===== config.mk =====
export PLATFORM = sky130hd
export DESIGN_NAME = pixel_fetch
export DESIGN_NICKNAME = d
export VERILOG_FILES = /design/src/logic/led_matrix_pkg.sv /design/src/logic/pixel_fetch.sv
export VERILOG_INCLUDE_DIRS = /design/src /design/src/logic
export SDC_FILE = /design/constraint.sdc
export NUM_CORES = 1
export LEC_CHECK = 0
export BUFFER_PORTS_ARGS = -buffer_cell sky130_fd_sc_hd__buf_4
export CAP_MARGIN = 5
export CORE_MARGIN = 2
export CORE_UTILIZATION = 37
export DETAILED_ROUTE_END_ITERATION = 10
export GPL_TIMING_DRIVEN = 0
export HOLD_SLACK_MARGIN = 0.03
export PLACE_DENSITY = 0.78
export SYNTH_ARGS = -nofsm -noshare
export SYNTH_HDL_FRONTEND = slang
export SYNTH_SLANG_ARGS = --single-unit

===== constraint.sdc =====
create_clock -name clk_root -period 1.6 [get_ports clk_root]
set_input_delay 0.24 -clock clk_root [delete_from_list [all_inputs] [get_ports clk_root]]
set_output_delay 0.24 -clock clk_root [all_outputs]
set_load 0.03 [all_outputs]

===== src/logic/led_matrix_macros.svh =====
// ====================
// panel geometry, color depth, APB map
// and plane timing constants
// ====================
`ifndef LED_MATRIX_MACROS_SVH
`define LED_MATRIX_MACROS_SVH

// panel geometry, one half of the panel
`define LM_COLS              16
`define LM_HALF_ROWS         8

// bits per channel, also the number of brightness planes
`define LM_COLOR_BITS        4

// plane 0 display time in clk_root cycles, doubles per plane
`define LM_PLANE_BASE_TICKS  4

// APB register map
`define LM_CTRL_ADDR         12'h400
`define LM_STATUS_ADDR       12'h404

`define LM_FRAME_CNT_BITS    16

`endif


===== src/logic/led_matrix_pkg.sv =====
// ====================
// vector types and scan state enum
// ====================
`default_nettype none
`include "led_matrix_macros.svh"

package led_matrix_pkg;

    typedef logic [$clog2(`LM_COLS)-1:0]      col_t;
    typedef logic [$clog2(`LM_HALF_ROWS)-1:0] row_t;
    typedef logic [$clog2(`LM_COLOR_BITS)-1:0] plane_t;
    typedef logic [`LM_COLOR_BITS-1:0]        channel_t;
    typedef logic [3*`LM_COLOR_BITS-1:0]      pixel_t;      // {red, green, blue}

    // {half, row, col}, half 0 = top
    typedef logic [$clog2(`LM_HALF_ROWS)+$clog2(`LM_COLS):0] fb_addr_t;

    typedef logic [2:0]                       rgb_t;        // bit 0 red, 2 blue
    typedef logic [`LM_COLOR_BITS-1:0]        plane_mask_t;
    typedef logic [`LM_FRAME_CNT_BITS-1:0]    frame_cnt_t;

    typedef enum logic [2:0] {
        IDLE,
        FETCH,
        LOAD,
        SHIFT_LOW,
        SHIFT_HIGH,
        BLANK,
        LATCH,
        DISPLAY
    } scan_state_t;

endpackage

`default_nettype wire


===== src/logic/pixel_fetch.sv =====
// ====================
// framebuffer addressing and per-plane
// bit split of the top/bottom pixel pair
// ====================
`default_nettype none
`include "led_matrix_macros.svh"

module pixel_fetch
    import led_matrix_pkg::*;
(
    input  wire                clk_root,
    input  wire                rst,
    input  wire col_t          col,
    input  wire row_t          row,
    input  wire plane_t        plane,
    input  wire                fetch,
    input  wire                load,
    input  wire rgb_t          rgb_enable,
    input  wire plane_mask_t   plane_enable,
    output fb_addr_t           top_addr,
    output fb_addr_t           bottom_addr,
    input  wire pixel_t        top_data,
    input  wire pixel_t        bottom_data,
    output rgb_t               rgb_top,
    output rgb_t               rgb_bottom
);

    // pick one plane bit from each channel, then apply the enables
    function automatic rgb_t plane_bits(input pixel_t px, input plane_t pl,
                                        input rgb_t chan_en, input logic plane_on);
        channel_t red;
        channel_t green;
        channel_t blue;
        rgb_t     bits;
        red   = px[3*`LM_COLOR_BITS-1 -: `LM_COLOR_BITS];
        green = px[2*`LM_COLOR_BITS-1 -: `LM_COLOR_BITS];
        blue  = px[`LM_COLOR_BITS-1:0];
        bits  = {blue[pl], green[pl], red[pl]};
        return bits & chan_en & {3{plane_on}};
    endfunction

    always_ff @(posedge clk_root) begin
        if (rst) begin
            top_addr    <= '0;
            bottom_addr <= '0;
        end else if (fetch) begin
            top_addr    <= {1'b0, row, col};
            bottom_addr <= {1'b1, row, col};    // lower half of the panel
        end
    end

    always_ff @(posedge clk_root) begin
        if (rst) begin
            rgb_top    <= '0;
            rgb_bottom <= '0;
        end else if (load) begin
            rgb_top    <= plane_bits(top_data, plane, rgb_enable, plane_enable[plane]);
            rgb_bottom <= plane_bits(bottom_data, plane, rgb_enable, plane_enable[plane]);
        end
    end

endmodule

`default_nettype wire


==> flow_summary.toml <==
[run_status]
outcome = "finished, final reports clean"

[cts]
cts_buffer_depth = 2
post_cts_buffers = 0
cts_sinks = 14
cts.clk_slew.worst_paths_ns = 0.07
cts_resized = 0
cts_root_buffer = "clkbuf_4"
holdBufCountCts = 0
clk_latency_ns = 0.26
cts_tree = "done"
h-tree-depth = 1
numCtsBuffers = 3

[worst_setup_path]
crit_fanout = 3
crit_start = "bottom_addr[2]$_SDFFE_PP0P_"
arrival_ns = 0.88
critPathCapture = "top_addr[2]"
setup.worst_path.class = "flip-flop to output pin"
crit_family = "flip-flops"
critPathRequiredTime_ns = 1.36
r2r-end = "rgb_bottom[2]$_SDFFE_PP0P_"
crit_path_cell_trace = "buf_4, buf_4"
cp-start-kind = "flip-flop"
crit_path_top_delay_cell = "dfxtp_1"
critPathCaptureType = "output pin"
path_buf_inv = 2
crit_top_cell = "buf_4"
rr_startpoint = "rgb_bottom[2]$_SDFFE_PP0P_"
cpPeakStageDelay_ns = 0.36
cp_num_cells = 2
r2r_setup_slack_ns = 0.86
ff2ff_path_depth = 2

[detailed_routing]
wl_per_cell_um = 10.99
route.detailed.drc = 0
viasPerCell = 4.712
route.vias.total = 735
drtPass1Iterations = 2
wirelength_mm = 1.714
drtAntennaViolNets = 0
drt_iter0_markers = 1

[final_layout]
diodes = 0
fillCellCount = 174
stdcell_count = 156
layout_common_cells = "68 x buf_4, 14 x dfxtp_1, 9 x nor2_1"
nets = 175
final_common_cell = "buf_4"
drive_above_1_share = 0.5969
area_growth_pct = 65.96

[sta]
tns_ns = 0
setup_viol_count_final = 0
grt_setup_unrepaired = "no"
timing.final.crit_share = 0.7013
fin_worst_hold_slack_ns = 0.2088
hold_viol = 0
fin_crit_ns = 1.122
final_max_slew_viol_count = 0
max_freq_mhz = 891.2
worst_clock_skew_ns = 0

[run]
cap_violations = 0

[floorplan]
rows = 16
dieArea_um2 = 2457
start_util = 0.3916
die_w_um = 49.57
num_io_pins = 66
coreArea_um2 = 1962
die_h_um = 49.57

[yosys]
ys_seq_area_frac = 0.3648
ys_types = 14
synthCells = 66
syn_avg_cell_area_um2 = 11.64
synthesis.nets = 110
ys_warn_count = 0
syn-cell-area_um2 = 768.2
synth-seq-cells = 14

[global_routing]
grt_usage = 0.1481
grt_pass1_wl_mm = 2.815
antenna_found_initial = 0
grt_max_degree = 11
grt_overflow_total = 0
grt_pass1_vias = 738

[power_and_ir_drop]
power.density_nw_per_um2 = 648.2
vdd_drop_max_uv = 280.4
p_leak_nw = 0.6442
finalPower_uw = 826.4

[hold_path]
hold_class = "input port to flip-flop"

[placement]
dp_hpwl_mm = 1.519
dpl.cell_count = 153
gp_congestion = 0.6598
io_buffers = 60
[report_power, final]
part	switching [mW]	leakage (nW)	internal, mW
sequential	0.0107	0.115	0.366
combinational	0.117	0.516	0.155
clock	0.0909	0.0138	0.0868
[registers in the layout (all words and copies together), names as in the netlist]
signal / cells
bottom_addr: 8
rgb_bottom: 3
rgb_top: 3
[worst register-to-register path, stage by stage (launching register included)]
cell and delay, ns:
dfxtp_1 0.31, nor3b_1 0.13, a31o_1 0.20
[Yosys cell counts]
master / instances / area (um2)
buf_4: 8 / 60.06
buf_1: 1 / 3.750
buf_2: 1 / 5.000
nor3b_1: 6 / 45.04
clkbuf_1: 2 / 7.510
mux4_1: 3 / 78.83
conb_1: 1 / 3.750
buf_6: 1 / 11.26
mux2i_1: 7 / 70.07
and3b_1: 3 / 26.28
a31o_1: 6 / 52.55
dfxtp_1: 14 / 280.3
nor2_1: 9 / 33.78
mux4_2: 4 / 90.09
[area by class of cell]
| cell class | count | area [um2] | area share |
|---|---|---|---|
| plain buffers | 13 | 87.58 | 0.06869 |
| clock buffers | 3 | 22.52 | 0.01766 |
| multi-input cells | 39 | 400.4 | 0.3140 |
| flip-flops and latches | 14 | 280.3 | 0.2198 |
| well taps | 27 | 33.78 | 0.02650 |
| repair buffers | 60 | 450.4 | 0.3533 |
[metrics by stage]
step	utilization	setup slack (ns)	cell area [um2]
6_report	0.6499	0.4779	1275
5_1_grt	0.6499	0.4240	1275
4_1_cts	0.6499	0.4577	1275
3_5_place_dp	0.6384	0.3203	1252
3_3_place_gp	0.6384	0.3358	1252
2_1_floorplan	-	0.3915	768.2
[routing by layer]
layer | GRT usage | up-vias | wire length [um]
met5 | 0 | - | 0
met4 | 0.08333 | 0 | 11
met3 | 0.05152 | 2 | 277
li1 | - | 364 | -
met1 | 0.1475 | 310 | 635
met2 | 0.2644 | 59 | 789
[worst min path at each step]
stage | from | to | depth (start not counted)
floorplan | col[0] | bottom_addr[0]$_SDFFE_PP0P_ | 2
global placement | bottom_addr[7]$_SDFFE_PP0P_ | bottom_addr[7]$_SDFFE_PP0P_ | 2
detailed placement | bottom_addr[7]$_SDFFE_PP0P_ | bottom_addr[7]$_SDFFE_PP0P_ | 2
CTS | col[3] | bottom_addr[3]$_SDFFE_PP0P_ | 3
global route | row[0] | bottom_addr[4]$_SDFFE_PP0P_ | 3
finish | col[3] | bottom_addr[3]$_SDFFE_PP0P_ | 3
[kinds of logic (layout without fill, tap and decap cells)]
logic type	count (synthesis)	after routing	synth area share
DFF	14	14	0.3648
AOI/OAI and AO/OA	6	6	0.06840
muxes	14	14	0.3111
other	1	1	0.004881
buffers and inverters	13	76	0.1140
and+or+nand+nor	18	18	0.1368
Note: power is estimated with default switching activity, not from simulation.
