--- config.mk ---
export PLATFORM = sky130hd
export DESIGN_NAME = apb_regs
export DESIGN_NICKNAME = d
export VERILOG_FILES = /design/src/logic/led_matrix_pkg.sv /design/src/logic/apb_regs.sv
export VERILOG_INCLUDE_DIRS = /design/src /design/src/logic
export SDC_FILE = /design/constraint.sdc
export NUM_CORES = 1
export LEC_CHECK = 0
export BUFFER_PORTS_ARGS = -buffer_cell sky130_fd_sc_hd__clkbuf_2
export CAP_MARGIN = 20
export CORE_AREA = 2 2 69 71
export CTS_BUF_LIST = sky130_fd_sc_hd__clkbuf_8
export CTS_CLUSTER_SIZE = 30
export DETAILED_ROUTE_END_ITERATION = 8
export DIE_AREA = 0 0 71 73
export PLACE_DENSITY = 0.83
export RECOVER_POWER = 25
export SLEW_MARGIN = 20
export SYNTH_ARGS = -nofsm -noshare
export SYNTH_HDL_FRONTEND = slang
export SYNTH_SLANG_ARGS = --single-unit
--- constraint.sdc ---
create_clock -name clk_root -period 1.37 [get_ports clk_root]
set_input_delay 0.137 -clock clk_root [delete_from_list [all_inputs] [get_ports clk_root]]
set_output_delay 0.137 -clock clk_root [all_outputs]
set_load 0.05 [all_outputs]
--- src/logic/led_matrix_macros.svh ---
// ====================
// panel geometry, color depth, APB map
// and plane timing constants
// ====================
`ifndef LED_MATRIX_MACROS_SVH
`define LED_MATRIX_MACROS_SVH

// panel geometry, one half of the panel
`define LM_COLS              16
`define LM_HALF_ROWS         8

// bits per channel, also the number of brightness planes
`define LM_COLOR_BITS        4

// plane 0 display time in clk_root cycles, doubles per plane
`define LM_PLANE_BASE_TICKS  4

// APB register map
`define LM_CTRL_ADDR         12'h400
`define LM_STATUS_ADDR       12'h404

`define LM_FRAME_CNT_BITS    16

`endif

--- src/logic/led_matrix_pkg.sv ---
// ====================
// vector types and scan state enum
// ====================
`default_nettype none
`include "led_matrix_macros.svh"

package led_matrix_pkg;

    typedef logic [$clog2(`LM_COLS)-1:0]      col_t;
    typedef logic [$clog2(`LM_HALF_ROWS)-1:0] row_t;
    typedef logic [$clog2(`LM_COLOR_BITS)-1:0] plane_t;
    typedef logic [`LM_COLOR_BITS-1:0]        channel_t;
    typedef logic [3*`LM_COLOR_BITS-1:0]      pixel_t;      // {red, green, blue}

    // {half, row, col}, half 0 = top
    typedef logic [$clog2(`LM_HALF_ROWS)+$clog2(`LM_COLS):0] fb_addr_t;

    typedef logic [2:0]                       rgb_t;        // bit 0 red, 2 blue
    typedef logic [`LM_COLOR_BITS-1:0]        plane_mask_t;
    typedef logic [`LM_FRAME_CNT_BITS-1:0]    frame_cnt_t;

    typedef enum logic [2:0] {
        IDLE,
        FETCH,
        LOAD,
        SHIFT_LOW,
        SHIFT_HIGH,
        BLANK,
        LATCH,
        DISPLAY
    } scan_state_t;

endpackage

`default_nettype wire

--- src/logic/apb_regs.sv ---
// ====================
// APB slave with framebuffer window,
// control register and frame count status
// ====================
`default_nettype none
`include "led_matrix_macros.svh"

module apb_regs
    import led_matrix_pkg::*;
(
    input  wire               clk_root,
    input  wire               rst,
    input  wire               psel,
    input  wire               penable,
    input  wire               pwrite,
    input  wire        [11:0] paddr,
    input  wire        [31:0] pwdata,
    output logic       [31:0] prdata,
    output logic              pready,
    output logic              pslverr,
    output logic              fb_we,
    output fb_addr_t          fb_addr,
    output pixel_t            fb_wdata,
    input  wire pixel_t       fb_rdata,
    output rgb_t              rgb_enable,
    output plane_mask_t       plane_enable,
    input  wire frame_cnt_t   frame_count
);

    logic        access;
    logic        fb_hit;
    logic        ctrl_hit;
    logic        status_hit;
    logic        commit;     // last access cycle, writes land here
    logic [31:0] rd_word;

    assign access     = psel & penable;
    assign commit     = access & pready & pwrite;
    assign fb_hit     = (paddr[11:10] == 2'b00) && (paddr[1:0] == 2'b00);
    assign ctrl_hit   = (paddr == `LM_CTRL_ADDR);
    assign status_hit = (paddr == `LM_STATUS_ADDR);

    // framebuffer read runs off the setup-phase address
    assign fb_addr  = paddr[9:2];
    assign fb_wdata = pwdata[$bits(pixel_t)-1:0];
    assign fb_we    = commit & fb_hit;

    always_comb begin
        rd_word = '0;
        if (fb_hit) begin
            rd_word[$bits(pixel_t)-1:0] = fb_rdata;
        end else if (ctrl_hit) begin
            rd_word[2:0] = rgb_enable;
            rd_word[7:4] = plane_enable;
        end else if (status_hit) begin
            rd_word[$bits(frame_cnt_t)-1:0] = frame_count;
        end
    end

    // one wait state, pready in the second access cycle
    always_ff @(posedge clk_root) begin
        if (rst) begin
            pready  <= 1'b0;
            pslverr <= 1'b0;
        end else begin
            pready  <= access & ~pready;
            pslverr <= access & ~pready & ~(fb_hit | ctrl_hit | status_hit);
        end
    end

    always_ff @(posedge clk_root) begin
        if (access && !pready) begin
            prdata <= rd_word;
        end
    end

    always_ff @(posedge clk_root) begin
        if (rst) begin
            rgb_enable   <= '1;
            plane_enable <= '1;
        end else if (commit && ctrl_hit) begin
            rgb_enable   <= pwdata[2:0];
            plane_enable <= pwdata[7:4];
        end
    end

endmodule

`default_nettype wire

==> flow_summary_export.csv <==
group,metric,value,unit
final_layout,final_common_cell,"clkbuf_2",
placement,place_congestion,0.697,
clock_tree,cts-root-buf,"clkbuf_8",
global_routing,grt_pass1_vias,1026,
final_layout,seqCellArea,662,um^2
placement,hpwl,2.51,mm
timing,tightest_slew,0.614,ns
run,maxCapViolations,0,
global_routing,overflow,0,
final_layout,fill_cells,453,
yosys,synthTopCellsByArea,"edfxtp_1 33%, buf_4 19%, dfxtp_1 12%",
routing,first_iter_violations,89,
placement,port_buffers,92,
timing,setup_tns,0,ns
clock_tree,cts_hold_buf,0,
routing,antenna_left,0,
clock_tree,htreeDepth,1,
timing,max_freq,758,MHz
final_layout,nets,283,
global_routing,antenna_found_initial,0,
final_layout,area_growth,24.6,%
timing,worst_slew_margin_rel,59.2,%
power_and_ir_drop,p_leak,0.000920,uW
yosys,synth_seq_cells,25,
yosys,avgSynthCellArea,11.1,um^2
final_layout,multiInputGateArea,561,um^2
yosys,synth.top_cell.area_share,32.9,%
yosys,yosysTopAreaCell,"edfxtp_1",
worst_hold_path,hp-class,"input port to register",
timing,finalHoldViolations,0,
die,die_w,71,um
run_status,status,"finished, final reports clean",
timing,setup_viol,0,
clock_tree,cts_buffer_depth,2,
yosys,synthCells,132,
final_layout,insertedDiodeCount,0,
setup_path,crit_path_end_kind,"output port",
clock_tree,cts_tree,"built",
die,ios,139,
timing,fin_skew,0.00295,ns
global_routing,grt_pass1_wl,4.70,mm
die,fp.coreArea,4540,um^2
yosys,yosysSeqAreaShare,45.2,%
power_and_ir_drop,peakVddDrop,0.351,mV
final_layout,most-common-layout-cells,"76 x clkbuf_2, 16 x conb_1, 16 x edfxtp_1, 15 x clkbuf_1",
placement,dpl-instance-area,1780,um^2
setup_path,cp_max_fo,4,
power_and_ir_drop,powerDensity,947,nW/um^2
die,die_area,5180,um^2
setup_path,required,1.23,ns
yosys,synth_area,1460,um^2
die,row_count,25,
clock_tree,clock_sinks,25,
yosys,yosys.cell_types.count,21,
routing,routed_wl,3.08,mm
timing,hold_ws,0.138,ns
global_routing,grtUsageTotal,11.4,%
setup_path,arrival,1.18,ns
timing,finalCriticalPeriod,1.32,ns
die,die_y,73,um
timing,rsz0062_at_grt,"false",
timing,drv_slew,0,
clock_tree,numCtsBuffers,3,
final_layout,layout.cells.non_filler,259,
clock_tree,clk_latency,0.26,ns
setup_path,cp-start-kind,"register",
routing,vias_per_cell,4.28,
routing,num_vias,1108,
clock_tree,clkTransAtPathRegs,0.09,ns
final_layout,drive_gt1_share,46.8,%
routing,dr.pass1.iters,4,
routing,remaining_drc_errors,0,
final_layout,final_area,1820,um^2
routing,wl_per_cell,11.9,um
die,start_util,32.2,%
global_routing,grt_max_degree,18,
placement,place_inst,255,
timing,timing.final.crit_share,96.3,%
setup_path,worstSetupPathType,"register to output port",
yosys,ys_warn_count,0,
==> worst paths after layout <==
check | from | end | slack [ns] | cells past startpoint
min reg2reg | pready | pready | 0.48 | 1
max | pready | fb_we | 0.05 | 3
min | pwdata[2] | rgb_enable[2] | 0.14 | 3
max reg2reg | pready | plane_enable[0] | 0.27 | 3
==> registers in the layout (all words and copies together), names as in the netlist <==
| register | count |
|---|---|
| pready | 1 |
| plane_enable | 4 |
| rgb_enable | 3 |
| pslverr | 1 |
| prdata | 16 |
==> critical path, cell delays in order (launching register included) <==
cell	delay, ns
dfxtp_2	0.36
and4_4	0.24
and2_1	0.14
clkbuf_8	0.18
==> logic make-up after synthesis <==
family / after synthesis / synth area share [%]
simple gates: 39 / 18.1
compound gates: 12 / 6.25
buf+inv: 41 / 20.6
mux: 14 / 9.59
flops: 25 / 45.2
other cells: 1 / 0.257
==> where the power goes <==
part           internal [uW]  leakage, uW  total (uW)  switching (uW)
Clock                    200    0.0000269         423             223
Sequential               824     0.000215         831            6.86
Combinational            108     0.000678         471             363
Total                   1130     0.000920        1720             592
==> synthesized netlist by cell type <==
library cell and number:
nor4_4 3, clkbuf_1 2, nor3b_1 1, a32o_2 5, nor4b_4 1, nor2_1 15
buf_6 1, o21ai_0 7, conb_1 1, dfxtp_1 9, edfxtp_1 16, mux2i_1 14
and3_1 5, nand2_1 8, nor3_1 2, and4_1 1, nand4_4 1, buf_2 1
buf_4 37, and2_1 1, nand3_1 1
==> per-layer routing <==
layer  share of wire (%)  wire length, um  track usage (%)  up-vias
met5                   0                0                0        -
li1                    -                -                -      560
met4                0.62               19             3.56        0
met3                 7.3              226             2.07        2
met1                  40             1220             12.9      490
met2                  52             1620             21.7       56
==> final cells by class <==
class / count / share of cell area, %
sequential: 25 / 36.4
multi-input combinational: 81 / 30.8
timing repair buffer: 95 / 26.7
tap: 54 / 3.71
clock buffer: 3 / 2.27
clock inverter: 1 / 0.206
==> stage by stage <==
step | util (%) | worst slack [ns] | total power [uW]
after global placement | 39.3 | -0.0136 | 1320
after global routing | 40.1 | 0.0117 | 1800
after CTS | 40.5 | 0.00327 | 1760
after floorplan | - | 0.00731 | 1280
final | 40.1 | 0.0501 | 1720
after detailed placement | 39.3 | -0.0577 | 1330
==> repair_timing <==
item / CTS / global route
gates cloned: 0 / 0
buffers inserted: 0 / 0
resized for setup: 2 / 1
endpoints found under the setup margin: 1 / 1
(Power assumes the default switching activity.)
