==> config.mk <==
export PLATFORM = sky130hd
export DESIGN_NAME = plane_timer
export DESIGN_NICKNAME = d
export VERILOG_FILES = /design/src/logic/led_matrix_pkg.sv /design/src/logic/plane_timer.sv
export VERILOG_INCLUDE_DIRS = /design/src /design/src/logic
export SDC_FILE = /design/constraint.sdc
export NUM_CORES = 1
export LEC_CHECK = 0
export BUFFER_PORTS_ARGS = -buffer_cell sky130_fd_sc_hd__buf_2
export CORE_MARGIN = 5
export CORE_UTILIZATION = 30
export CTS_CLUSTER_DIAMETER = 40
export DETAILED_ROUTE_END_ITERATION = 8
export PLACE_DENSITY = 0.5
export SLEW_MARGIN = 20
export SYNTH_ARGS = -nofsm -noshare
export SYNTH_HDL_FRONTEND = slang
export SYNTH_SLANG_ARGS = --single-unit
==> constraint.sdc <==
create_clock -name clk_root -period 3.9 [get_ports clk_root]
set_input_delay 0.585 -clock clk_root [delete_from_list [all_inputs] [get_ports clk_root]]
set_output_delay 0.585 -clock clk_root [all_outputs]
set_load 0.01 [all_outputs]
==> src/logic/led_matrix_macros.svh <==
// ====================
// panel geometry, color depth, APB map
// and plane timing constants
// ====================
`ifndef LED_MATRIX_MACROS_SVH
`define LED_MATRIX_MACROS_SVH

// panel geometry, one half of the panel
`define LM_COLS              16
`define LM_HALF_ROWS         8

// bits per channel, also the number of brightness planes
`define LM_COLOR_BITS        4

// plane 0 display time in clk_root cycles, doubles per plane
`define LM_PLANE_BASE_TICKS  4

// APB register map
`define LM_CTRL_ADDR         12'h400
`define LM_STATUS_ADDR       12'h404

`define LM_FRAME_CNT_BITS    16

`endif

==> src/logic/led_matrix_pkg.sv <==
// ====================
// vector types and scan state enum
// ====================
`default_nettype none
`include "led_matrix_macros.svh"

package led_matrix_pkg;

    typedef logic [$clog2(`LM_COLS)-1:0]      col_t;
    typedef logic [$clog2(`LM_HALF_ROWS)-1:0] row_t;
    typedef logic [$clog2(`LM_COLOR_BITS)-1:0] plane_t;
    typedef logic [`LM_COLOR_BITS-1:0]        channel_t;
    typedef logic [3*`LM_COLOR_BITS-1:0]      pixel_t;      // {red, green, blue}

    // {half, row, col}, half 0 = top
    typedef logic [$clog2(`LM_HALF_ROWS)+$clog2(`LM_COLS):0] fb_addr_t;

    typedef logic [2:0]                       rgb_t;        // bit 0 red, 2 blue
    typedef logic [`LM_COLOR_BITS-1:0]        plane_mask_t;
    typedef logic [`LM_FRAME_CNT_BITS-1:0]    frame_cnt_t;

    typedef enum logic [2:0] {
        IDLE,
        FETCH,
        LOAD,
        SHIFT_LOW,
        SHIFT_HIGH,
        BLANK,
        LATCH,
        DISPLAY
    } scan_state_t;

endpackage

`default_nettype wire

==> src/logic/plane_timer.sv <==
// ====================
// binary-weighted display time per plane
// ====================
`default_nettype none
`include "led_matrix_macros.svh"

module plane_timer
    import led_matrix_pkg::*;
(
    input  wire           clk_root,
    input  wire           rst,
    input  wire           start,
    input  wire plane_t   plane,
    output logic          done
);

    localparam int MAX_TICKS = `LM_PLANE_BASE_TICKS << (`LM_COLOR_BITS - 1);
    localparam int CNT_W     = $clog2(MAX_TICKS + 1);

    logic [CNT_W-1:0] count;    // zero when idle

    always_ff @(posedge clk_root) begin
        if (rst) begin
            count <= '0;
        end else if (count != '0) begin
            count <= count - 1'b1;  // start ignored while busy
        end else if (start) begin
            count <= CNT_W'(`LM_PLANE_BASE_TICKS) << plane;
        end
    end

    // count of 1 falls exactly N cycles after start
    assign done = (count == CNT_W'(1));

endmodule

`default_nettype wire

==> results.cfg, run 1 <==
[setup_path]
r2r-start = count[0]
crit_arrival_ns = 1.57
crit_fanout = 12
critPathCapture = done
critPathCaptureType = output pin
worstSetupPathType = flip-flop to output pin
reg2reg_to = count[5]
startpoint = count[4]
reg2reg_slack_ns = 2.35
reg2reg_depth = 5
cp_data_required_time_ns = 3.31
worstSetupStartpointType = flip-flop

[route]
wl_per_cell_um = 12.6
ant_nets = 0
drcViolationCount = 0
vias = 355
first_pass_iters = 5
vias_per_cell = 5.46
drt_first_iter_violations = 9
wirelength_um = 818

[place]
gp_congestion = 0.659
dp_slack_ns = 2.01
io_buffers = 5

[global_routing]
antenna_found_initial = 0
grt_max_degree = 14
grt_use_total = 0.0950
grt_pass1_vias = 329
grt_pass1_wl_mm = 1.39
overflow = 0

[power]
peakVddDrop_mv = 0.456
leakage_nw = 0.194
p_per_area_mw_per_mm2 = 877

[floorplanning]
die_w_um = 48.2
fp.dieArea_mm2 = 0.00232
io_pins = 6
die_h_um = 48.2
core_area_mm2 = 0.00133
rows = 13
start_util = 0.328

[worst_hold_path]
hp-start = count[4]
min_path_cells = 2
hold_path.class = flip-flop to flip-flop

[layout]
final_layout_size_suffix_gt1_frac = 0.340
fillers = 149
area_delta_synth_final_pct = 10.9
largest_reg_flops = 6
nets = 60
antennaDiodeCount = 0
max_flop_register = count
largest_registers = count: 6 flops

[synthesis]
synthCells = 44
synth_cell_types = 23
syn_avg_cell_area_um2 = 9.95
synth.net_count = 52
synth_top_flop_cell = dfxtp_1
synth_edf_count = 0
yosys_warnings = 0
ys_seq_elements = 6
ys_async_sr_fraction = 0
syn_area_um2 = 438
seq_area_frac_synth = 0.274

[sta]
fin_setup_tns_ns = 0
fin_crit_sh = 0.553
tightestPinTransition_ns = 0.620
setup_violations = 0
hold_violations = 0
maxSlewViolCount = 0
max_freq_mhz = 464
rsz0062_at_grt = false
max_slew_margin = 0.584
fin_worst_skew_ns = 0.00262
fin_ws_ns = 1.74
fin_crit_ns = 2.16

[job]
drv_cap = 0

[clocking]
post_cts_resized = 0
cts.sinks = 6
cts_setup_buffers = 0
cts_made_buffers = 3
cts.htree.levels = 1
cts_hold_buf = 0
clock_latency_ns = 0.25
cts_tree = done
path_clk_slew_ns = 0.05
cts_buffer_depth = 2
cts_root_buf = clkbuf_4

[status]
outcome = completed
-- through the flow --
stage / util / area, µm² / power (mW) / hold WS (ns) / std cells
final: 0.364 / 485 / 0.426 / 0.538 / 65
after floorplan: - / 438 / 0.348 / 0.499 / 44
after CTS: 0.364 / 485 / 0.431 / 0.540 / 65
after global placement: 0.347 / 463 / 0.376 / 0.524 / 62
after global routing: 0.364 / 485 / 0.475 / 0.563 / 65
after detailed placement: 0.347 / 463 / 0.368 / 0.534 / 62
-- cells in the mapped netlist, drive strengths merged, types with 2 or more instances --
cell type / number / area, µm²
nor3: 3 / 15.0
nor4b: 2 / 17.5
nand3b: 2 / 15.0
a21o: 2 / 17.5
a21oi: 6 / 33.8
a311oi: 2 / 23.8
ha: 3 / 37.5
xor2: 2 / 17.5
nand4b: 2 / 17.5
dfxtp: 6 / 120
inv: 3 / 11.3
or3b: 2 / 17.5
-- layout make-up --
| class | instances | area (µm²) | area share |
|---|---|---|---|
| Clock buffer | 3 | 22.5 | 0.0464 |
| Sequential cell | 6 | 120 | 0.247 |
| Multi-Input combinational cell | 33 | 288 | 0.593 |
| Timing Repair Buffer | 5 | 25.0 | 0.0515 |
| Tap cell | 15 | 18.8 | 0.0387 |
| Inverter | 3 | 11.3 | 0.0232 |
-- critical path, cell delays in order, from the launching register on --
cell	delay [ns]
dfxtp_1	0.35
nor4_4	0.61
and2_2	0.24
buf_2	0.12
-- per-layer routing --
layer  vias up  routed length, µm  GRT usage
met5         -                  0          0
met4         0                  0     0.0323
met3         0                 58     0.0775
met2         7                396      0.133
met1       166                363      0.107
li1        182                  -          -
-- how the worst min path moves through the flow --
stage / slack (ns) / to
3_3_place_gp: 0.52 / count[4]
2_1_floorplan: 0.50 / count[4]
4_1_cts: 0.54 / count[4]
6_report: 0.54 / count[4]
5_1_grt: 0.56 / count[4]
3_5_place_dp: 0.53 / count[4]
-- power breakdown --
part	internal, mW	switching, mW
sequential	0.0879	0.0421
combinational	0.117	0.120
clock	0.0349	0.0243
total	0.240	0.186
-- placed cells by master, fill, tap and decap left out, drive strengths merged, types with 3 or more instances in the layout --
cell    Yosys  layout
a21oi       6       6
buf         1       5
clkbuf      1       3
dfxtp       6       6
ha          3       3
inv         3       3
nor3        3       3
-- kinds of logic (layout without fill, tap and decap cells) --
kind of cell | Yosys count | count (layout) | share of synthesized area
compound gates | 13 | 13 | 0.231
xor+xnor | 2 | 2 | 0.0400
fa+ha+maj | 3 | 3 | 0.0857
buf+inv | 5 | 11 | 0.0686
flops | 6 | 6 | 0.274
mux | 1 | 1 | 0.0229
simple gates | 14 | 14 | 0.277
Power figures use the tool's default switching activity.
==> inputs of run 2 (changes only) <==
Clock period 3.9 ns to 2 ns, I/O delays scaled along.
==> results.cfg, run 2 (synthesis results as in run 1) <==
[power]
switching_share = 0.433
p_clk_frac = 0.131
p_int_mw = 0.486
peakVddDrop_mv = 0.806
p_seq_frac = 0.301
p_sw_mw = 0.372
combPwrFrac = 0.568
leakage_nw = 0.199
p_per_area_mw_per_mm2 = 1740

[setup_path]
crit_fanout = 13
crit_arrival_ns = 1.73
worstSetupStartpointType = flip-flop
worstSetupPathType = flip-flop to flip-flop
cp_slowest_cell = dfxtp_1
crit_chain = inv_1, ha_1, nor3_1, a311oi_1, nor4b_1
max_stage_delay_ns = 0.46
cp_data_required_time_ns = 2.15
critPathCaptureType = flip-flop
path_buf_inv = 1
path_delay_family = simple AND/OR/NAND/NOR gates

[sta]
rsz0062_at_grt = false
tightestPinTransition_ns = 0.461
setup_violations = 0
fin_ws_ns = 0.420
maxSlewViolCount = 0
fin_setup_tns_ns = 0
fin_crit_ns = 1.58
fin_worst_skew_ns = 0.00282
max_freq_mhz = 633
max_slew_margin = 0.692
hold_violations = 0
fin_crit_sh = 0.790

[clocking]
cts.htree.levels = 1
cts_hold_buf = 0
clock_latency_ns = 0.24
cts_made_buffers = 3
cts.sinks = 6
cts_root_buf = clkbuf_4
cts_buffer_depth = 2
cts_setup_buffers = 0
post_cts_resized = 0
path_clk_slew_ns = 0.05
cts_tree = done

[layout]
final_layout_size_suffix_gt1_frac = 0.353
multiInputGateArea_um2 = 288
max_flop_register = count
largest_registers = count: 6 flops
largest_reg_flops = 6
final_core_util = 0.370
final_common_cell = dfxtp_1
antennaDiodeCount = 0
nets = 61
register_area_um2 = 120
final_cell_count_no_fill = 66
layout_common_cells = dfxtp_1 (6), a21oi_1 (5), buf_2 (5)
fillers = 145
area_delta_synth_final_pct = 12.6

[route]
drcViolationCount = 0
drt_first_iter_violations = 7
wirelength_um = 886
first_pass_iters = 4
wl_per_cell_um = 13.4
vias_per_cell = 5.68
vias = 375
ant_nets = 0

[place]
dpl.hpwl_um = 637
gp_congestion = 0.681
dp_cells = 63
dp_slack_ns = 0.437
io_buffers = 5

[floorplanning]
io_pins = 6
die_w_um = 48.2
start_util = 0.328
rows = 13
fp.dieArea_mm2 = 0.00232
die_h_um = 48.2
core_area_mm2 = 0.00133

[global_routing]
grt_pass1_wl_mm = 1.64
grt-busiest-layer = met2
overflow = 0
use_met3 = 0.0664
grt_use_total = 0.108
antenna_found_initial = 0
grtUsageMet2 = 0.154
grt_max_degree = 14
grt_pass1_vias = 371
grt_util_met1 = 0.128

[worst_hold_path]
hold_path.class = input pin to flip-flop

[status]
outcome = completed

[job]
drv_cap = 0
[run 2: stage by stage]
step	cell area, µm²	hold WS [ns]	power (mW)
after global routing	493	0.326	0.955
after detailed placement	470	0.538	0.751
after global placement	470	0.529	0.754
after floorplan	438	0.368	0.679
final	493	0.317	0.858
after CTS	493	0.314	0.870
[run 2: worst paths after layout]
check                 from       end  slack, ns  cells past startpoint
setup / recovery  count[0]  count[5]       0.42                      5
hold / removal         rst  count[2]       0.32                      2
setup reg to reg  count[0]  count[5]       0.42                      5
hold reg to reg   count[4]  count[4]       0.55                      2
[run 2: final cells by class]
class | instances | area share
flip-flops and latches | 6 | 0.244
well taps | 15 | 0.0381
clock buffers | 3 | 0.0457
repair buffers | 6 | 0.0660
inverters | 3 | 0.0228
multi-input cells | 33 | 0.584
[run 2: metal layers]
metal | vias to the layer above | part of all wire
met4 | 0 | 0.023
li1 | 185 | -
met1 | 174 | 0.45
met2 | 12 | 0.48
met5 | - | 0
met3 | 4 | 0.046
[run 2: power by group through the flow]
stage | clock network [mW] | registers [mW] | logic, mW
2_1_floorplan | 0 | 0.237 | 0.442
3_3_place_gp | 0 | 0.261 | 0.493
3_5_place_dp | 0 | 0.259 | 0.491
4_1_cts | 0.119 | 0.257 | 0.494
5_1_grt | 0.130 | 0.269 | 0.556
6_report | 0.113 | 0.258 | 0.487
==> inputs of run 3 (changes only) <==
Clock period 2 ns to 1.6 ns, I/O delays scaled along.
==> results.cfg, run 3 (synthesis results as in run 1) <==
[place]
dp_cells = 65
placed_area_um2 = 485
io_buffers = 5
dp_slack_ns = 0.210
gp_congestion = 0.677
dpl.hpwl_um = 654

[setup_path]
cp_data_required_time_ns = 1.36
reg2reg_slack_ns = 0.20
worstSetupPathType = flip-flop to output pin
crit_fanout = 5
crit_arrival_ns = 1.25
critPathCaptureType = output pin
max_stage_delay_ns = 0.38
cp_slowest_cell = dfxtp_1
crit_chain = nor4_4, and2_2, buf_2
worstSetupStartpointType = flip-flop

[sta]
tightestPinTransition_ns = 0.273
max_freq_mhz = 671
hold_violations = 0
max_slew_margin = 0.815
fin_crit_ns = 1.49
setup_violations = 0
fin_ws_ns = 0.110
fin_setup_tns_ns = 0
whs_ns = 0.250
rsz0062_at_grt = false
fin_worst_skew_ns = 0.000553
fin_crit_sh = 0.932
maxSlewViolCount = 0

[route]
wl_met1_um = 435
drt_first_iter_violations = 17
first_pass_iters = 4
wl_per_cell_um = 13.5
routed-wl-met2_um = 423
wirelength_um = 930
ant_nets = 0
dr_wl_met3_um = 38
top_layer_used = met4
vias_per_cell = 5.65
vias = 390
drcViolationCount = 0

[clocking]
cts.sinks = 6
cts_setup_buffers = 0
cts.htree.levels = 1
path_clk_slew_ns = 0.05
clock_latency_ns = 0.25
cts_tree = done
cts_buffer_depth = 2
post_cts_resized = 0
cts_hold_buf = 0
cts_root_buf = clkbuf_4
cts_made_buffers = 3

[layout]
nets = 64
multiInputGateArea_um2 = 288
final_cell_count_no_fill = 69
antennaDiodeCount = 0
largest_registers = count: 6 flops
largest_reg_flops = 6
fillers = 148
final_common_cell = dfxtp_1
area_delta_synth_final_pct = 17.7
layout_common_cells = dfxtp_1 (6), a21oi_1 (5), buf_2 (5)
final_cell_area_um2 = 515
final_layout_size_suffix_gt1_frac = 0.389
max_flop_register = count
register_area_um2 = 120

[power]
p_clk_frac = 0.127
p_int_mw = 0.672
p_seq_frac = 0.277
combPwrFrac = 0.596
p_per_area_mw_per_mm2 = 2250
p_sw_mw = 0.489
peakVddDrop_mv = 0.947
switching_share = 0.421
leakage_nw = 0.213

[global_routing]
grt_pass1_wl_mm = 1.61
grt_use_total = 0.106
grt_max_degree = 10
grt_pass1_vias = 351
overflow = 0
antenna_found_initial = 0

[floorplanning]
io_pins = 6
start_util = 0.328
fp.dieArea_mm2 = 0.00232
die_h_um = 48.2
core_area_mm2 = 0.00133
die_w_um = 48.2
rows = 13

[worst_hold_path]
hold_path.class = input pin to flip-flop

[status]
outcome = completed

[job]
drv_cap = 0
## run 3: cell types whose count changed in the layout (fill, tap and decap cells not counted), sizes merged
cell and change:
buf +3
## run 3: power by group through the flow
stage               sequential, mW  clock, mW  combinational (mW)
floorplan                    0.296          0               0.553
global placement             0.326          0               0.667
detailed placement           0.325          0               0.659
CTS                          0.322      0.159               0.663
global route                 0.337      0.173               0.761
finish                       0.321      0.148               0.692
## run 3: final timing paths
kind              startpoint       end  depth (start not counted)
setup reg to reg    count[3]  count[3]                          5
setup / recovery    count[3]      done                          3
hold / removal           rst  count[2]                          2
hold reg to reg     count[4]  count[4]                          2
## run 3: final cells by class
cell class,count,share of cell area
inverter,3,0.0218
multi-input combinational,33,0.558
sequential,6,0.233
clock buffer,3,0.0437
timing repair buffer,9,0.107
tap,15,0.0364
## run 3: per-stage QoR
stage	power [mW]	util
2_1_floorplan	0.849	-
3_3_place_gp	0.994	0.364
3_5_place_dp	0.984	0.364
4_1_cts	1.14	0.381
5_1_grt	1.27	0.386
6_report	1.16	0.386
## run 3: critical path: cells and delay by family (launching register included)
| kind | cells | cell delay (ns) |
|---|---|---|
| buffers and inverters | 1 | 0.12 |
| DFF | 1 | 0.38 |
| and+or+nand+nor | 2 | 0.51 |
## run 3: per-layer routing
layer / up-vias / GRT usage
li1: 191 / -
met1: 183 / 0.139
met2: 12 / 0.135
met3: 4 / 0.0443
met4: 0 / 0.0806
met5: - / 0
