## src/logic/led_matrix_macros.svh

```systemverilog
// ====================
// panel geometry, color depth, APB map
// and plane timing constants
// ====================
`ifndef LED_MATRIX_MACROS_SVH
`define LED_MATRIX_MACROS_SVH

// panel geometry, one half of the panel
`define LM_COLS              16
`define LM_HALF_ROWS         8

// bits per channel, also the number of brightness planes
`define LM_COLOR_BITS        4

// plane 0 display time in clk_root cycles, doubles per plane
`define LM_PLANE_BASE_TICKS  4

// APB register map
`define LM_CTRL_ADDR         12'h400
`define LM_STATUS_ADDR       12'h404

`define LM_FRAME_CNT_BITS    16

`endif

```

## src/logic/led_matrix_pkg.sv

```systemverilog
// ====================
// vector types and scan state enum
// ====================
`default_nettype none
`include "led_matrix_macros.svh"

package led_matrix_pkg;

    typedef logic [$clog2(`LM_COLS)-1:0]      col_t;
    typedef logic [$clog2(`LM_HALF_ROWS)-1:0] row_t;
    typedef logic [$clog2(`LM_COLOR_BITS)-1:0] plane_t;
    typedef logic [`LM_COLOR_BITS-1:0]        channel_t;
    typedef logic [3*`LM_COLOR_BITS-1:0]      pixel_t;      // {red, green, blue}

    // {half, row, col}, half 0 = top
    typedef logic [$clog2(`LM_HALF_ROWS)+$clog2(`LM_COLS):0] fb_addr_t;

    typedef logic [2:0]                       rgb_t;        // bit 0 red, 2 blue
    typedef logic [`LM_COLOR_BITS-1:0]        plane_mask_t;
    typedef logic [`LM_FRAME_CNT_BITS-1:0]    frame_cnt_t;

    typedef enum logic [2:0] {
        IDLE,
        FETCH,
        LOAD,
        SHIFT_LOW,
        SHIFT_HIGH,
        BLANK,
        LATCH,
        DISPLAY
    } scan_state_t;

endpackage

`default_nettype wire

```

## src/logic/matrix_scan.sv

```systemverilog
// ====================
// scan FSM for columns, latch, display,
// planes, rows and the frame count
// ====================
`default_nettype none
`include "led_matrix_macros.svh"

module matrix_scan
    import led_matrix_pkg::*;
(
    input  wire          clk_root,
    input  wire          rst,
    input  wire          timer_done,
    output col_t         col,
    output row_t         row,
    output plane_t       plane,
    output logic         fetch,
    output logic         load,
    output logic         timer_start,
    output logic         clk_pixel,
    output logic         row_latch,
    output logic         oe_n,
    output row_t         row_addr,
    output frame_cnt_t   frame_count
);

    localparam col_t   LAST_COL   = col_t'(`LM_COLS - 1);
    localparam row_t   LAST_ROW   = row_t'(`LM_HALF_ROWS - 1);
    localparam plane_t LAST_PLANE = plane_t'(`LM_COLOR_BITS - 1);

    scan_state_t state;
    scan_state_t state_next;

    always_comb begin
        state_next = state;
        case (state)
            IDLE:       state_next = FETCH;
            FETCH:      state_next = LOAD;
            LOAD:       state_next = SHIFT_LOW;
            SHIFT_LOW:  state_next = SHIFT_HIGH;
            // col already stepped in LOAD, back at 0 after the last one
            SHIFT_HIGH: state_next = (col == '0) ? BLANK : FETCH;
            BLANK:      state_next = LATCH;
            LATCH:      state_next = DISPLAY;
            DISPLAY: begin
                if (timer_done) begin
                    state_next = FETCH;
                end
            end
            default:    state_next = IDLE;
        endcase
    end

    always_ff @(posedge clk_root) begin
        if (rst) begin
            state       <= IDLE;
            col         <= '0;
            row         <= '0;
            plane       <= '0;
            row_addr    <= '0;
            frame_count <= '0;
        end else begin
            state <= state_next;
            if (state == LOAD) begin
                col <= (col == LAST_COL) ? '0 : col + 1'b1;
            end
            if (state == LATCH) begin
                row_addr <= row;    // row just shifted in
                plane    <= (plane == LAST_PLANE) ? '0 : plane + 1'b1;
                if (plane == LAST_PLANE) begin
                    row <= (row == LAST_ROW) ? '0 : row + 1'b1;
                    if (row == LAST_ROW) begin
                        frame_count <= frame_count + 1'b1;  // wraps
                    end
                end
            end
        end
    end

    // address goes out a cycle ahead so the ram read happens in FETCH
    assign fetch       = (state_next == FETCH);
    assign load        = (state == LOAD);
    assign clk_pixel   = (state == SHIFT_HIGH);
    assign row_latch   = (state == LATCH);
    assign timer_start = (state == LATCH);  // plane still the latched one here
    assign oe_n        = (state != DISPLAY);

endmodule

`default_nettype wire

```

## config.mk

```make
export PLATFORM = sky130hd
export DESIGN_NAME = matrix_scan
export DESIGN_NICKNAME = d
export VERILOG_FILES = /design/src/logic/led_matrix_pkg.sv /design/src/logic/matrix_scan.sv
export VERILOG_INCLUDE_DIRS = /design/src /design/src/logic
export SDC_FILE = /design/constraint.sdc
export NUM_CORES = 1
export LEC_CHECK = 0
export BUFFER_PORTS_ARGS = -buffer_cell sky130_fd_sc_hd__buf_2
export CAP_MARGIN = 20
export CORE_MARGIN = 2
export CORE_UTILIZATION = 30
export DETAILED_ROUTE_END_ITERATION = 8
export GPL_TIMING_DRIVEN = 0
export PLACE_DENSITY_LB_ADDON = 0.05
export REMOVE_ABC_BUFFERS = 1
export SETUP_SLACK_MARGIN = 0.1
export SYNTH_ARGS = -nofsm -noshare
export SYNTH_HDL_FRONTEND = slang
export SYNTH_SLANG_ARGS = --single-unit
```

## constraint.sdc

```tcl
create_clock -name clk_root -period 2.35 [get_ports clk_root]
set_input_delay 0.3525 -clock clk_root [delete_from_list [all_inputs] [get_ports clk_root]]
set_output_delay 0.3525 -clock clk_root [all_outputs]
set_load 0.03 [all_outputs]
```

==> results of run 1 <==
==> stage by stage <==
step / hold WS, ps / instance area [sq um] / power [mW] / cells
after detailed placement: 446.7 / 1675 / 0.6139 / 266
final: 414.8 / 1779 / 1.059 / 274
after global placement: 441.4 / 1675 / 0.6114 / 266
after CTS: 401.9 / 1775 / 1.080 / 274
after floorplan: 421.6 / 1411 / 0.5898 / 163
after global routing: 418.7 / 1779 / 1.110 / 274
==> sequential cells by signal (all words and copies together), names as in the netlist <==
signal	cells
frame_count	16
col	4
row	3
row_addr	3
state	3
plane	2
==> metal layers <==
layer  track usage  up-vias  wire length [um]
met5             0        -                 0
met4       0.04848        0                51
met3       0.05350        6               197
met2        0.1974       37              1519
met1        0.1481      614              1510
li1              -      672                 -
==> kinds of logic after synthesis <==
| logic type | synth area share |
|---|---|
| compound gates | 0.1067 |
| xor+xnor | 0.05972 |
| fa+ha+maj | 0.05119 |
| buf+inv | 0.05290 |
| flops | 0.4232 |
| mux | 0.02218 |
| simple gates | 0.2841 |
==> worst max-delay path, delay by kind of cell (launching register included) <==
family | cells | cell delay [ps]
AO/OA/AOI/OAI | 1 | 150
adder cells (fa/ha/maj) | 2 | 400
flip-flops | 1 | 390
AND/OR/NAND/NOR | 3 | 1060
==> cell type report <==
cell class                      instances  area share
Clock buffer                            8     0.05626
Multi-Input combinational cell        126      0.4318
Timing Repair Buffer                   36      0.1013
Tap cell                               67     0.04712
Sequential cell                        31      0.3488
Inverter                                6     0.01477
==> synthesized netlist by cell type, types with 5 or more instances <==
| cell | number |
|---|---|
| dfxtp_1 | 31 |
| xor2_1 | 6 |
| nand3_1 | 7 |
| a21oi_1 | 19 |
| inv_1 | 6 |
| nor4_1 | 5 |
| nor2_1 | 22 |
| ha_1 | 6 |
| nand2_1 | 20 |
==> how the worst min path moves through the flow <==
stage                              to        start  cells after the start  slack, ps
final                        state[2]   timer_done                      4        410
after global routing         state[2]   timer_done                      4        420
after CTS                    state[2]   timer_done                      4        400
after detailed placement  row_addr[0]  row_addr[0]                      2        450
after global placement    row_addr[1]  row_addr[1]                      2        440
after floorplan                col[3]          rst                      1        420
==> placed cells by master (no fill, tap or decap), types with 2 or more instances in the layout <==
cell      netlist  final
nor3_1          2      2
mux2_2          2      2
nor2_1         22     22
or3_1           3      3
nor4_1          5      5
nand3_1         7      7
clkbuf_8        0      7
o31ai_1         3      3
dfxtp_1        31     31
a21oi_1        19     19
xor2_1          6      6
buf_2           4     36
nand2_1        20     20
inv_1           6      5
and3_1          3      3
or4_1           4      4
ha_1            6      6
nand4_1         4      4
xnor2_1         4      4
and4_1          3      3
o21ai_0         3      3
==> power by group through the flow <==
stage | sequential [mW] | clock, mW | combinational, mW
after floorplan | 0.557 | 0 | 0.0328
after global placement | 0.554 | 0 | 0.0570
after detailed placement | 0.555 | 0 | 0.0588
after CTS | 0.543 | 0.478 | 0.0589
after global routing | 0.545 | 0.501 | 0.0638
final | 0.543 | 0.457 | 0.0580
==> timing repair <==
action,in CTS,in global routing
setup buffers,0,0
hold endpoints to repair,0,0
setup endpoints to repair,0,1
gates resized for setup,0,1
==> reports/results.txt, run 1 <==
The normalized max-slew margin is 0.5921. The number of pins exceeding their max-slew limit in the final report is 0. Compared with the post-synthesis result, the final layout area differs by 21.33%. The share of the core filled with cells in the final layout was 0.3767; the latest clock arrival within the worst-skew pair was 280 ps. Timing analysis after detailed placement gives a worst setup slack of 187.9 ps.

Measured slew at the worst slew-check pin: 611.8 ps. The core region is 4723 sq um. Combinational share of power: 0.055. The detailed-route DRC error count was 0. In this run, post-CTS hold repair placed 0 buffers. The logic depth of the worst register-to-register path was 6. The global-route usage over all layers was 0.1242.

The number of different library cells used by synthesis comes to 34. Clock-pin slew was measured on the worst setup and hold paths at 60 ps. For the worst voltage drop across the vdd grid, the log shows 0.2363 mV. For the switching power, the log shows 0.2421 mW.

Between clock sinks in the finished design, the worst skew comes to 3.855 ps. The port buffer count was 36; the number of hold violations in the final report was 0. In the final layout, flip-flops and latches occupy 620.6 sq um. Pin placement for this block handled 37 I/O pins. The tools report the element type at the critical path start as a flop.

A synthesized cell averages 8.476 sq um. The most critical setup path has its startpoint at row[0]. The peak fanout along the critical path works out to 7. The top-area cell type share of the netlist area came out at 0.4232. Critical path class: flop to flop. The path category of the worst min-delay check is input pin to flop. 0 antenna diodes ended up in the layout. The run gives 2560 ps as the data required time of the critical path.

The initialized floorplan defines 25 standard-cell rows. The synthesis warning total came out at 0. Via count of the first global-routing pass: 1172. The power share of the clock group is 0.432. The synthesized design spends more area on one cell type than any other, namely dfxtp_1. The height of the die was 73.92 um; the ratio of final minimum period to clock period was 0.8862.

Derived from the worst setup path, the maximum achievable clock frequency is 480.2 MHz. The synthesized design contains 31 register bits. For the register-to-register setup slack, the log shows 270 ps. The mapped netlist covers 1466 sq um.

The run gives 31 as the clock sink total. After technology mapping, the gate count stands at 173. Counting flops with a built-in enable in the synthesized netlist gives 0.

In this run the critical register-to-register path is captured at frame_count[13]. The TritonCTS buffer count is 5, and the sequential element share of the synthesized area is 0.4232. The flow ran to the end, and the final reports show no timing, DRC or antenna violations.

The H-tree level count is 2. In the final timing run, aggregate negative setup slack is 0 ps. For the wire length of the first global-routing pass, the log shows 5.223 mm. The run gives 2.344 mm as the half-perimeter wire length after detailed placement.

By area the synthesized netlist is led by dfxtp_1 (42%), a21oi_1 (6.5%), nor2_1 (5.6%). After filler insertion, the fill cell instance count of the layout stands at 495. The via-per-instance ratio came out at 4.850. The total iterations of the first detailed-routing run is 4, and the final critical-path setup slack is 267.5 ps. The share of flip-flops with an asynchronous set or reset was 0; the pin count of the biggest net entering global routing was 34.

Average wire per standard cell: 11.96 um. The number of DRC markers in iteration 0 is 52. The die covers 5463 sq um. Walking the worst path, the cells encountered are ha_1 -> ha_1 -> nand3_2 -> or3_1 -> or4_1 -> a21oi_1. The fraction of final layout cells with drive strength greater than 1 was 0.2367. The multi-input combinational cells in the finished layout cover a total of 768.2 sq um. The die is 73.92 um wide. The part of the power in registers came out at 0.513.

Following the worst setup path forward leads to its endpoint at frame_count[13]. For this run, the leading register cell type out of synthesis is dfxtp_1. The number of antenna-violating nets in the routed design is 0. The logs give 0 for the number of antenna violations at the first check in global routing and 2 for the buffer depth of the longest clock path. In this design, the critical path's most frequently occurring cell is ha_1.

For the total setup violations reported at the end of the flow, the log shows 0. The static leakage is 0.7579 nW. STA classifies the critical path endpoint as a flop. TritonCTS built the clock tree.

The largest single stage delay on the critical path is 490 ps. The congestion estimate from routability-driven global placement came to 0.7309. For the finished layout, the period the worst path requires is 2082 ps. Setup repair after global routing left no endpoint under its margin. The cell area power density was 595.0 nW/um^2. The run gives 0.3105 as the starting density of the core.

Internal power comes to 0.8166 mW. Root buffer selected by CTS: clkbuf_8. The total wirelength of the detailed-routed design was 3.278 mm. The startpoint identified for the worst register-to-register timing path is row[0]. The total number of vias is 1329, and the switching power as a share of total power is 0.2287. The tools report the residual overflow from global routing as 0.

At the worst endpoint, the arrival time is 2290 ps. After the last flow step, the layout net total stands at 215. Slowest cell on the critical path: or3_1.

The max capacitance violation total is 0.
(Power assumes the default switching activity.)
==> inputs of run 2 (changes only) <==
--- a/config.mk
+++ b/config.mk
@@ -10,6 +10,7 @@
 export CAP_MARGIN = 20
 export CORE_MARGIN = 2
 export CORE_UTILIZATION = 30
+export CTS_BUF_LIST = sky130_fd_sc_hd__clkbuf_8 sky130_fd_sc_hd__clkbuf_16
 export DETAILED_ROUTE_END_ITERATION = 8
 export GPL_TIMING_DRIVEN = 0
 export PLACE_DENSITY_LB_ADDON = 0.05
==> run 2 against run 1 <==
- die area unchanged
- via count unchanged
- sequential share of layout area unchanged
- power down 0.38%
- clock skew unchanged
- routed wire length about the same
- first-iteration DRC count up 1.9%
- critical endpoint unchanged
==> reports/results.txt, run 2 (synthesized netlist as in run 1, its figures left out) <==
The root buffer selected by CTS is clkbuf_8. The normalized max-slew margin was 0.5921 (unchanged); the cell area power density was 592.7 nW/um^2 (-0.38%). The via-per-instance ratio came out at 4.850 (unchanged). The TritonCTS buffer count came out at 5 (unchanged). Pin count of the biggest net entering global routing: 34 (unchanged). Achievable clock frequency: 480.2 MHz (unchanged). The total setup violations reported at the end of the flow was 0 (unchanged); the latest clock arrival within the worst-skew pair was 280 ps (about the same).

In this run the critical register-to-register path is captured at frame_count[13]. Residual overflow from global routing: 0 (unchanged). Area of the placeable core: 4723 sq um (unchanged).

The tools report the wire length of the first global-routing pass as 5.223 mm (unchanged). In the layout the commonest cells are buf_2 (36), dfxtp_1 (31), nor2_1 (22). The power consumption is 1.055 mW (-0.38%), and the height of the die is 73.92 um (unchanged). The H-tree level count is 2 (unchanged), and the logic depth of the worst register-to-register path is 6 (unchanged). The launching instance or port of the critical path is row[0]. The starting density of the core is 0.3105 (unchanged). The logs give 4 (unchanged) for the total iterations of the first detailed-routing run and 2560 ps (about the same) for the data required time of the critical path. For the worst voltage drop across the vdd grid, the log shows 0.2363 mV (unchanged). The total number of vias is 1329 (unchanged).

Measured slew at the worst slew-check pin: 611.8 ps (unchanged). The logs give 0 (unchanged) for the max capacitance violation total and 215 (unchanged) for the net count of the finished layout. The logs give 0 (unchanged) for the detailed-route DRC error count and 37 (unchanged) for the count of boundary I/O pins.

The average wire per standard cell was 11.97 um (about the same). Final hold slack: 414.8 ps (unchanged). The global-route met3 utilization was 0.05350 (unchanged); the number of hold violations in the final report was 0 (unchanged).

Path category of the worst min-delay check: input pin to flop. The worst setup path is captured at a flop. Number of antenna violations at the first check in global routing: 0 (unchanged). TritonCTS built the clock tree.

The total wirelength of the detailed-routed design is 3.279 mm (about the same), and the met1 usage is 0.1481 (unchanged). For the number of DRC markers in iteration 0, the log shows 53 (+1.9%). The port buffer count was 36 (unchanged); the peak fanout along the critical path was 7 (unchanged).

Clock sink total: 31 (unchanged). The number of pins exceeding their max-slew limit in the final report came out at 0 (unchanged). The number of flip-flops under the largest register name is 16 (unchanged), and the via count of the first global-routing pass is 1172 (unchanged).

The most common library cell in the layout ignoring fill and taps is buf_2. Ratio of final minimum period to clock period: 0.8862 (unchanged). The die width works out to 73.92 um (unchanged). The element type at the critical path start was a flop.

Setup repair after global routing left no endpoint under its margin. The run gives 5463 sq um (unchanged) as the die area. The critical path is of the flop to flop type. The clock slew at the register clock pins of the worst setup and hold paths was 60 ps (about the same); the setup TNS after final layout was 0 ps (unchanged).

The logs give 0.1974 (unchanged) for the global-route met2 utilization and 0.7309 (unchanged) for the weighted congestion reported at the end of routability-driven placement. The startpoint identified for the worst register-to-register timing path is row[0]. The most heavily used metal layer in global routing is met2. The flow ran to the end, and the final reports show no timing, DRC or antenna violations.

Ranked by flip-flop count, first place goes to frame_count. The register-to-register setup slack was 270 ps (about the same). The number of antenna-violating nets in the routed design was 0 (unchanged). The fraction of final layout cells with drive strength greater than 1 was 0.2367 (unchanged).

Post-route minimum period: 2082 ps (unchanged). The tools report the global-route usage over all layers as 0.1242 (unchanged). The area added between synthesis and finish was 21.33% (unchanged). The largest registers in the layout are frame_count: 16 flops, col: 4 flops.

The logs give 2.344 mm (unchanged) for the half-perimeter wire length after detailed placement and 0.7620 nW (+0.55%) for the static leakage. Count of inserted antenna diode cells: 0 (unchanged). The run gives 25 (unchanged) as the cell row count. The capturing element of the worst setup path was frame_count[13]. Arrival time of data at the critical path endpoint: 2290 ps (about the same).

For the buffer depth of the longest clock path, the log shows 2 (unchanged). The worst clock skew was 3.855 ps (unchanged).
==> run 2: changes by cell type in the layout (fill, tap and decap cells not counted), sizes merged <==
cell    change
inv         +1
clkbuf      -1
==> run 2: what timing repair did <==
action / 4_1_cts / 5_1_grt
gates resized for setup: 0 / 1
buffers inserted: 0 / 0
hold buffers: 0 / 0
endpoints found under the setup margin: 0 / 1
==> run 2: worst min path at each step <==
| stage | startpoint | end | cells past startpoint |
|---|---|---|---|
| 3_5_place_dp | row_addr[0] | row_addr[0] | 2 |
| 4_1_cts | timer_done | state[2] | 4 |
| 5_1_grt | timer_done | state[2] | 4 |
| 3_3_place_gp | row_addr[1] | row_addr[1] | 2 |
| 6_report | timer_done | state[2] | 4 |
| 2_1_floorplan | rst | col[3] | 1 |
==> run 2: stage by stage <==
stage	std cells	setup WS (ps)	util	cell area (sq um)
after floorplan	163	226.1	-	1411
after global placement	266	229.3	0.3547	1675
after detailed placement	266	187.9	0.3547	1675
after CTS	274	166.9	0.3759	1775
after global routing	274	132.2	0.3767	1779
final	274	267.5	0.3767	1779
==> run 2: area by class of cell <==
type	count	area, sq um
sequential	31	620.6
tap	67	83.83
multi-input combinational	126	768.2
clock inverter	1	3.754
inverter	6	26.28
timing repair buffer	36	180.2
clock buffer	7	96.34
fill	495	2944
==> run 2: routing by layer <==
layer | part of all wire | vias to the layer above
li1 | - | 672
met1 | 0.46 | 614
met2 | 0.46 | 37
met3 | 0.060 | 6
met4 | 0.016 | 0
met5 | 0 | -
==> run 2: worst max-delay path, stage by stage (launching register included) <==
cell and delay, ps:
dfxtp_1 390, ha_1 170, ha_1 230, nand3_2 130
or3_1 490, or4_1 440, a21oi_1 150
==> run 2: power by group <==
part	switching, mW	total, mW	internal, mW
Sequential	0.0119	0.543	0.531
Clock	0.191	0.453	0.263
Combinational	0.0398	0.0580	0.0182
==> inputs of run 3 (changes only) <==
--- a/config.mk
+++ b/config.mk
@@ -6,11 +6,12 @@
 export SDC_FILE = /design/constraint.sdc
 export NUM_CORES = 1
 export LEC_CHECK = 0
+export ABC_CLOCK_PERIOD_IN_PS = 2350
 export BUFFER_PORTS_ARGS = -buffer_cell sky130_fd_sc_hd__buf_2
 export CAP_MARGIN = 20
 export CORE_MARGIN = 2
 export CORE_UTILIZATION = 30
-export CTS_BUF_LIST = sky130_fd_sc_hd__clkbuf_8 sky130_fd_sc_hd__clkbuf_16
+export CTS_BUF_LIST = sky130_fd_sc_hd__clkbuf_4 sky130_fd_sc_hd__clkbuf_8 sky130_fd_sc_hd__clkbuf_16
 export DETAILED_ROUTE_END_ITERATION = 8
 export GPL_TIMING_DRIVEN = 0
 export PLACE_DENSITY_LB_ADDON = 0.05
==> constraint.sdc (replaced) <==
create_clock -name clk_root -period 2.35 [get_ports clk_root]
set_input_delay 0.5875 -clock clk_root [delete_from_list [all_inputs] [get_ports clk_root]]
set_output_delay 0.5875 -clock clk_root [all_outputs]
set_load 0.03 [all_outputs]
==> run 3 against run 2 <==
- routed wire length rose by 3.4%
- combinational power rose by 4.0%
- sequential cell count did not move
- register-to-register slack barely moved
- sequential power barely moved
- clock-buffer cell count rose by 1
- highest routed layer unchanged
- critical path depth fell by 1
- largest power group unchanged
- core utilization rose by 0.29 points
- worst hold slack improved by 37 ps
==> reports/results.txt, run 3 (synthesized netlist as in run 1, its figures left out) <==
The run finished with clean final reports. The largest registers in the layout are frame_count: 16 flops, col: 4 flops. Register bank with the most flops: frame_count. The logs give 34 (unchanged) for the pin count of the biggest net entering global routing and 0.3796 (+0.002914) for the share of the core filled with cells in the final layout. The worst setup path is captured at an output port. The buffer depth of the longest clock path was 2 (unchanged); the worst clock skew was 3.874 ps (+0.01870 ps). The number of flip-flops under the largest register name is 16 (unchanged), and the total number of vias is 1340 (+0.83%).

Setup repair after global routing left no endpoint under its margin. The height of the die works out to 73.92 um (unchanged). Most common library cell in the layout ignoring fill and taps: buf_2. The run gives 0 (unchanged) as the number of antenna violations at the first check in global routing. The net count of the finished layout was 216 (+0.47%). TritonCTS built the clock tree. The die area is 5463 sq um (unchanged), and the final critical-path setup slack is 211.6 ps (-55.95 ps).

The via-per-instance ratio works out to 4.873 (+0.46%). The area of the placeable core is 4723 sq um (unchanged), and the data required time of the critical path is 1760 ps (-800 ps). The tools report the TritonCTS buffer count as 5 (unchanged). The number of DRC markers in iteration 0 is 53 (unchanged). The via count of the first global-routing pass came out at 1176 (+0.34%). The half-perimeter wire length after detailed placement is 2.344 mm (unchanged), and the total iterations of the first detailed-routing run is 4 (unchanged).

The die width came out at 73.92 um (unchanged). For the global-route usage over all layers, the log shows 0.1265 (+0.002259). The arrival time of data at the critical path endpoint was 1550 ps (-740 ps).

H-tree level count: 2 (unchanged). The worst setup path is of the flop to output port kind. The weighted congestion reported at the end of routability-driven placement was 0.7309 (unchanged).

The tools report the clock sink total as 31 (unchanged). The average wire per standard cell was 12.33 um (+3.0%). The tools report the worst slack at placement as 187.9 ps (unchanged).

The tools report the total of hold buffers inserted after clock tree synthesis as 0 (unchanged). Residual overflow from global routing: 0 (unchanged). Fraction of final layout cells with drive strength greater than 1: 0.2452 (+0.008477). The clock slew at the register clock pins of the worst setup and hold paths is 60 ps (about the same), and the number of pins exceeding their max-slew limit in the final report is 0 (unchanged). The post-route minimum period came out at 2138 ps (+55.95 ps).

Clock tree synthesis selected as its root buffer the cell clkbuf_8. The final hold slack was 451.8 ps (+37.01 ps); the achievable clock frequency was 467.6 MHz (-2.6%). The tools report the normalized max-slew margin as 0.5838 (-0.008364). The tools report the element type at the critical path start as a flop. The run gives 0 (unchanged) as the count of inserted antenna diode cells. The tools report the total wirelength of the detailed-routed design as 3.390 mm (+3.4%). The number of antenna-violating nets in the routed design came out at 0 (unchanged).

The tools report the wire length of the first global-routing pass as 5.285 mm (+1.2%). The number of hold violations in the final report is 0 (unchanged). For the worst voltage drop across the vdd grid, the log shows 0.2364 mV (about the same).

The tools report the total setup violations reported at the end of the flow as 0 (unchanged). The max capacitance violation total is 0 (unchanged), and the port buffer count is 36 (unchanged). The cell area power density was 598.4 nW/um^2 (+0.95%).

The detailed-route DRC error count is 0 (unchanged), and the ratio of final minimum period to clock period is 0.9100 (+0.02381). From synthesis to final layout, the design area changed by 22.27%. The count of boundary I/O pins was 37 (unchanged).

The peak fanout along the critical path is 5 (-2). For the latest clock arrival within the worst-skew pair, the log shows 280 ps (about the same). The library cells used most frequently in the layout, excluding fill and tap cells, are buf_2 (35), dfxtp_1 (31), nor2_1 (22). The static leakage is 0.7676 nW (+0.73%). The logs give 0.3105 (unchanged) for the starting density of the core and 0 ps (unchanged) for the setup TNS after final layout.

The cell row count was 25 (unchanged); the measured slew at the worst slew-check pin was 624.3 ps (+12.55 ps). The path category of the worst min-delay check is flop to flop.
run 3: power breakdown:
| part | internal, mW | switching (mW) |
|---|---|---|
| Clock | 0.279 | 0.191 |
| Combinational | 0.0197 | 0.0406 |
| Sequential | 0.531 | 0.0120 |
| Total | 0.830 | 0.243 |
run 3: per-layer routing:
metal / vias to the layer above / GRT usage / routed length [um]
met5: - / 0 / 0
met4: 0 / 0.04848 / 51
met3: 6 / 0.05350 / 186
met2: 36 / 0.1994 / 1555
met1: 624 / 0.1531 / 1598
li1: 674 / - / -
run 3: through the flow:
| step | std cells | power [mW] | instance area [sq um] |
|---|---|---|---|
| floorplan | 163 | 0.5898 | 1411 |
| global placement | 266 | 0.6114 | 1675 |
| detailed placement | 266 | 0.6139 | 1675 |
| CTS | 275 | 1.093 | 1790 |
| global route | 275 | 1.123 | 1793 |
| finish | 275 | 1.073 | 1793 |
run 3: timing repair:
action,in CTS,in global routing
hold endpoints to repair,0,0
setup buffers,1,0
resized for setup,1,1
setup endpoints to repair,2,1
run 3: area by class of cell:
type	instances	area (sq um)
Fill cell	496	2930
Inverter	6	26.28
Multi-Input combinational cell	126	768.2
Timing Repair Buffer	37	190.2
Sequential cell	31	620.6
Tap cell	67	83.83
Clock buffer	8	103.9
run 3: worst paths after layout:
check,startpoint,to,slack (ps),depth (start not counted)
worst min register to register,row_addr[0],row_addr[0],450,2
worst max-delay path,col[0],fetch,210,5
worst max register to register,row[0],frame_count[13],260,6
worst min-delay path,row_addr[0],row_addr[0],450,2
run 3: worst max-delay path, cell delays in order, from the launching register on:
cell and delay [ps]:
dfxtp_1 390, inv_1 100, ha_1 220, a311o_1 310
o21ai_0 80, buf_4 180
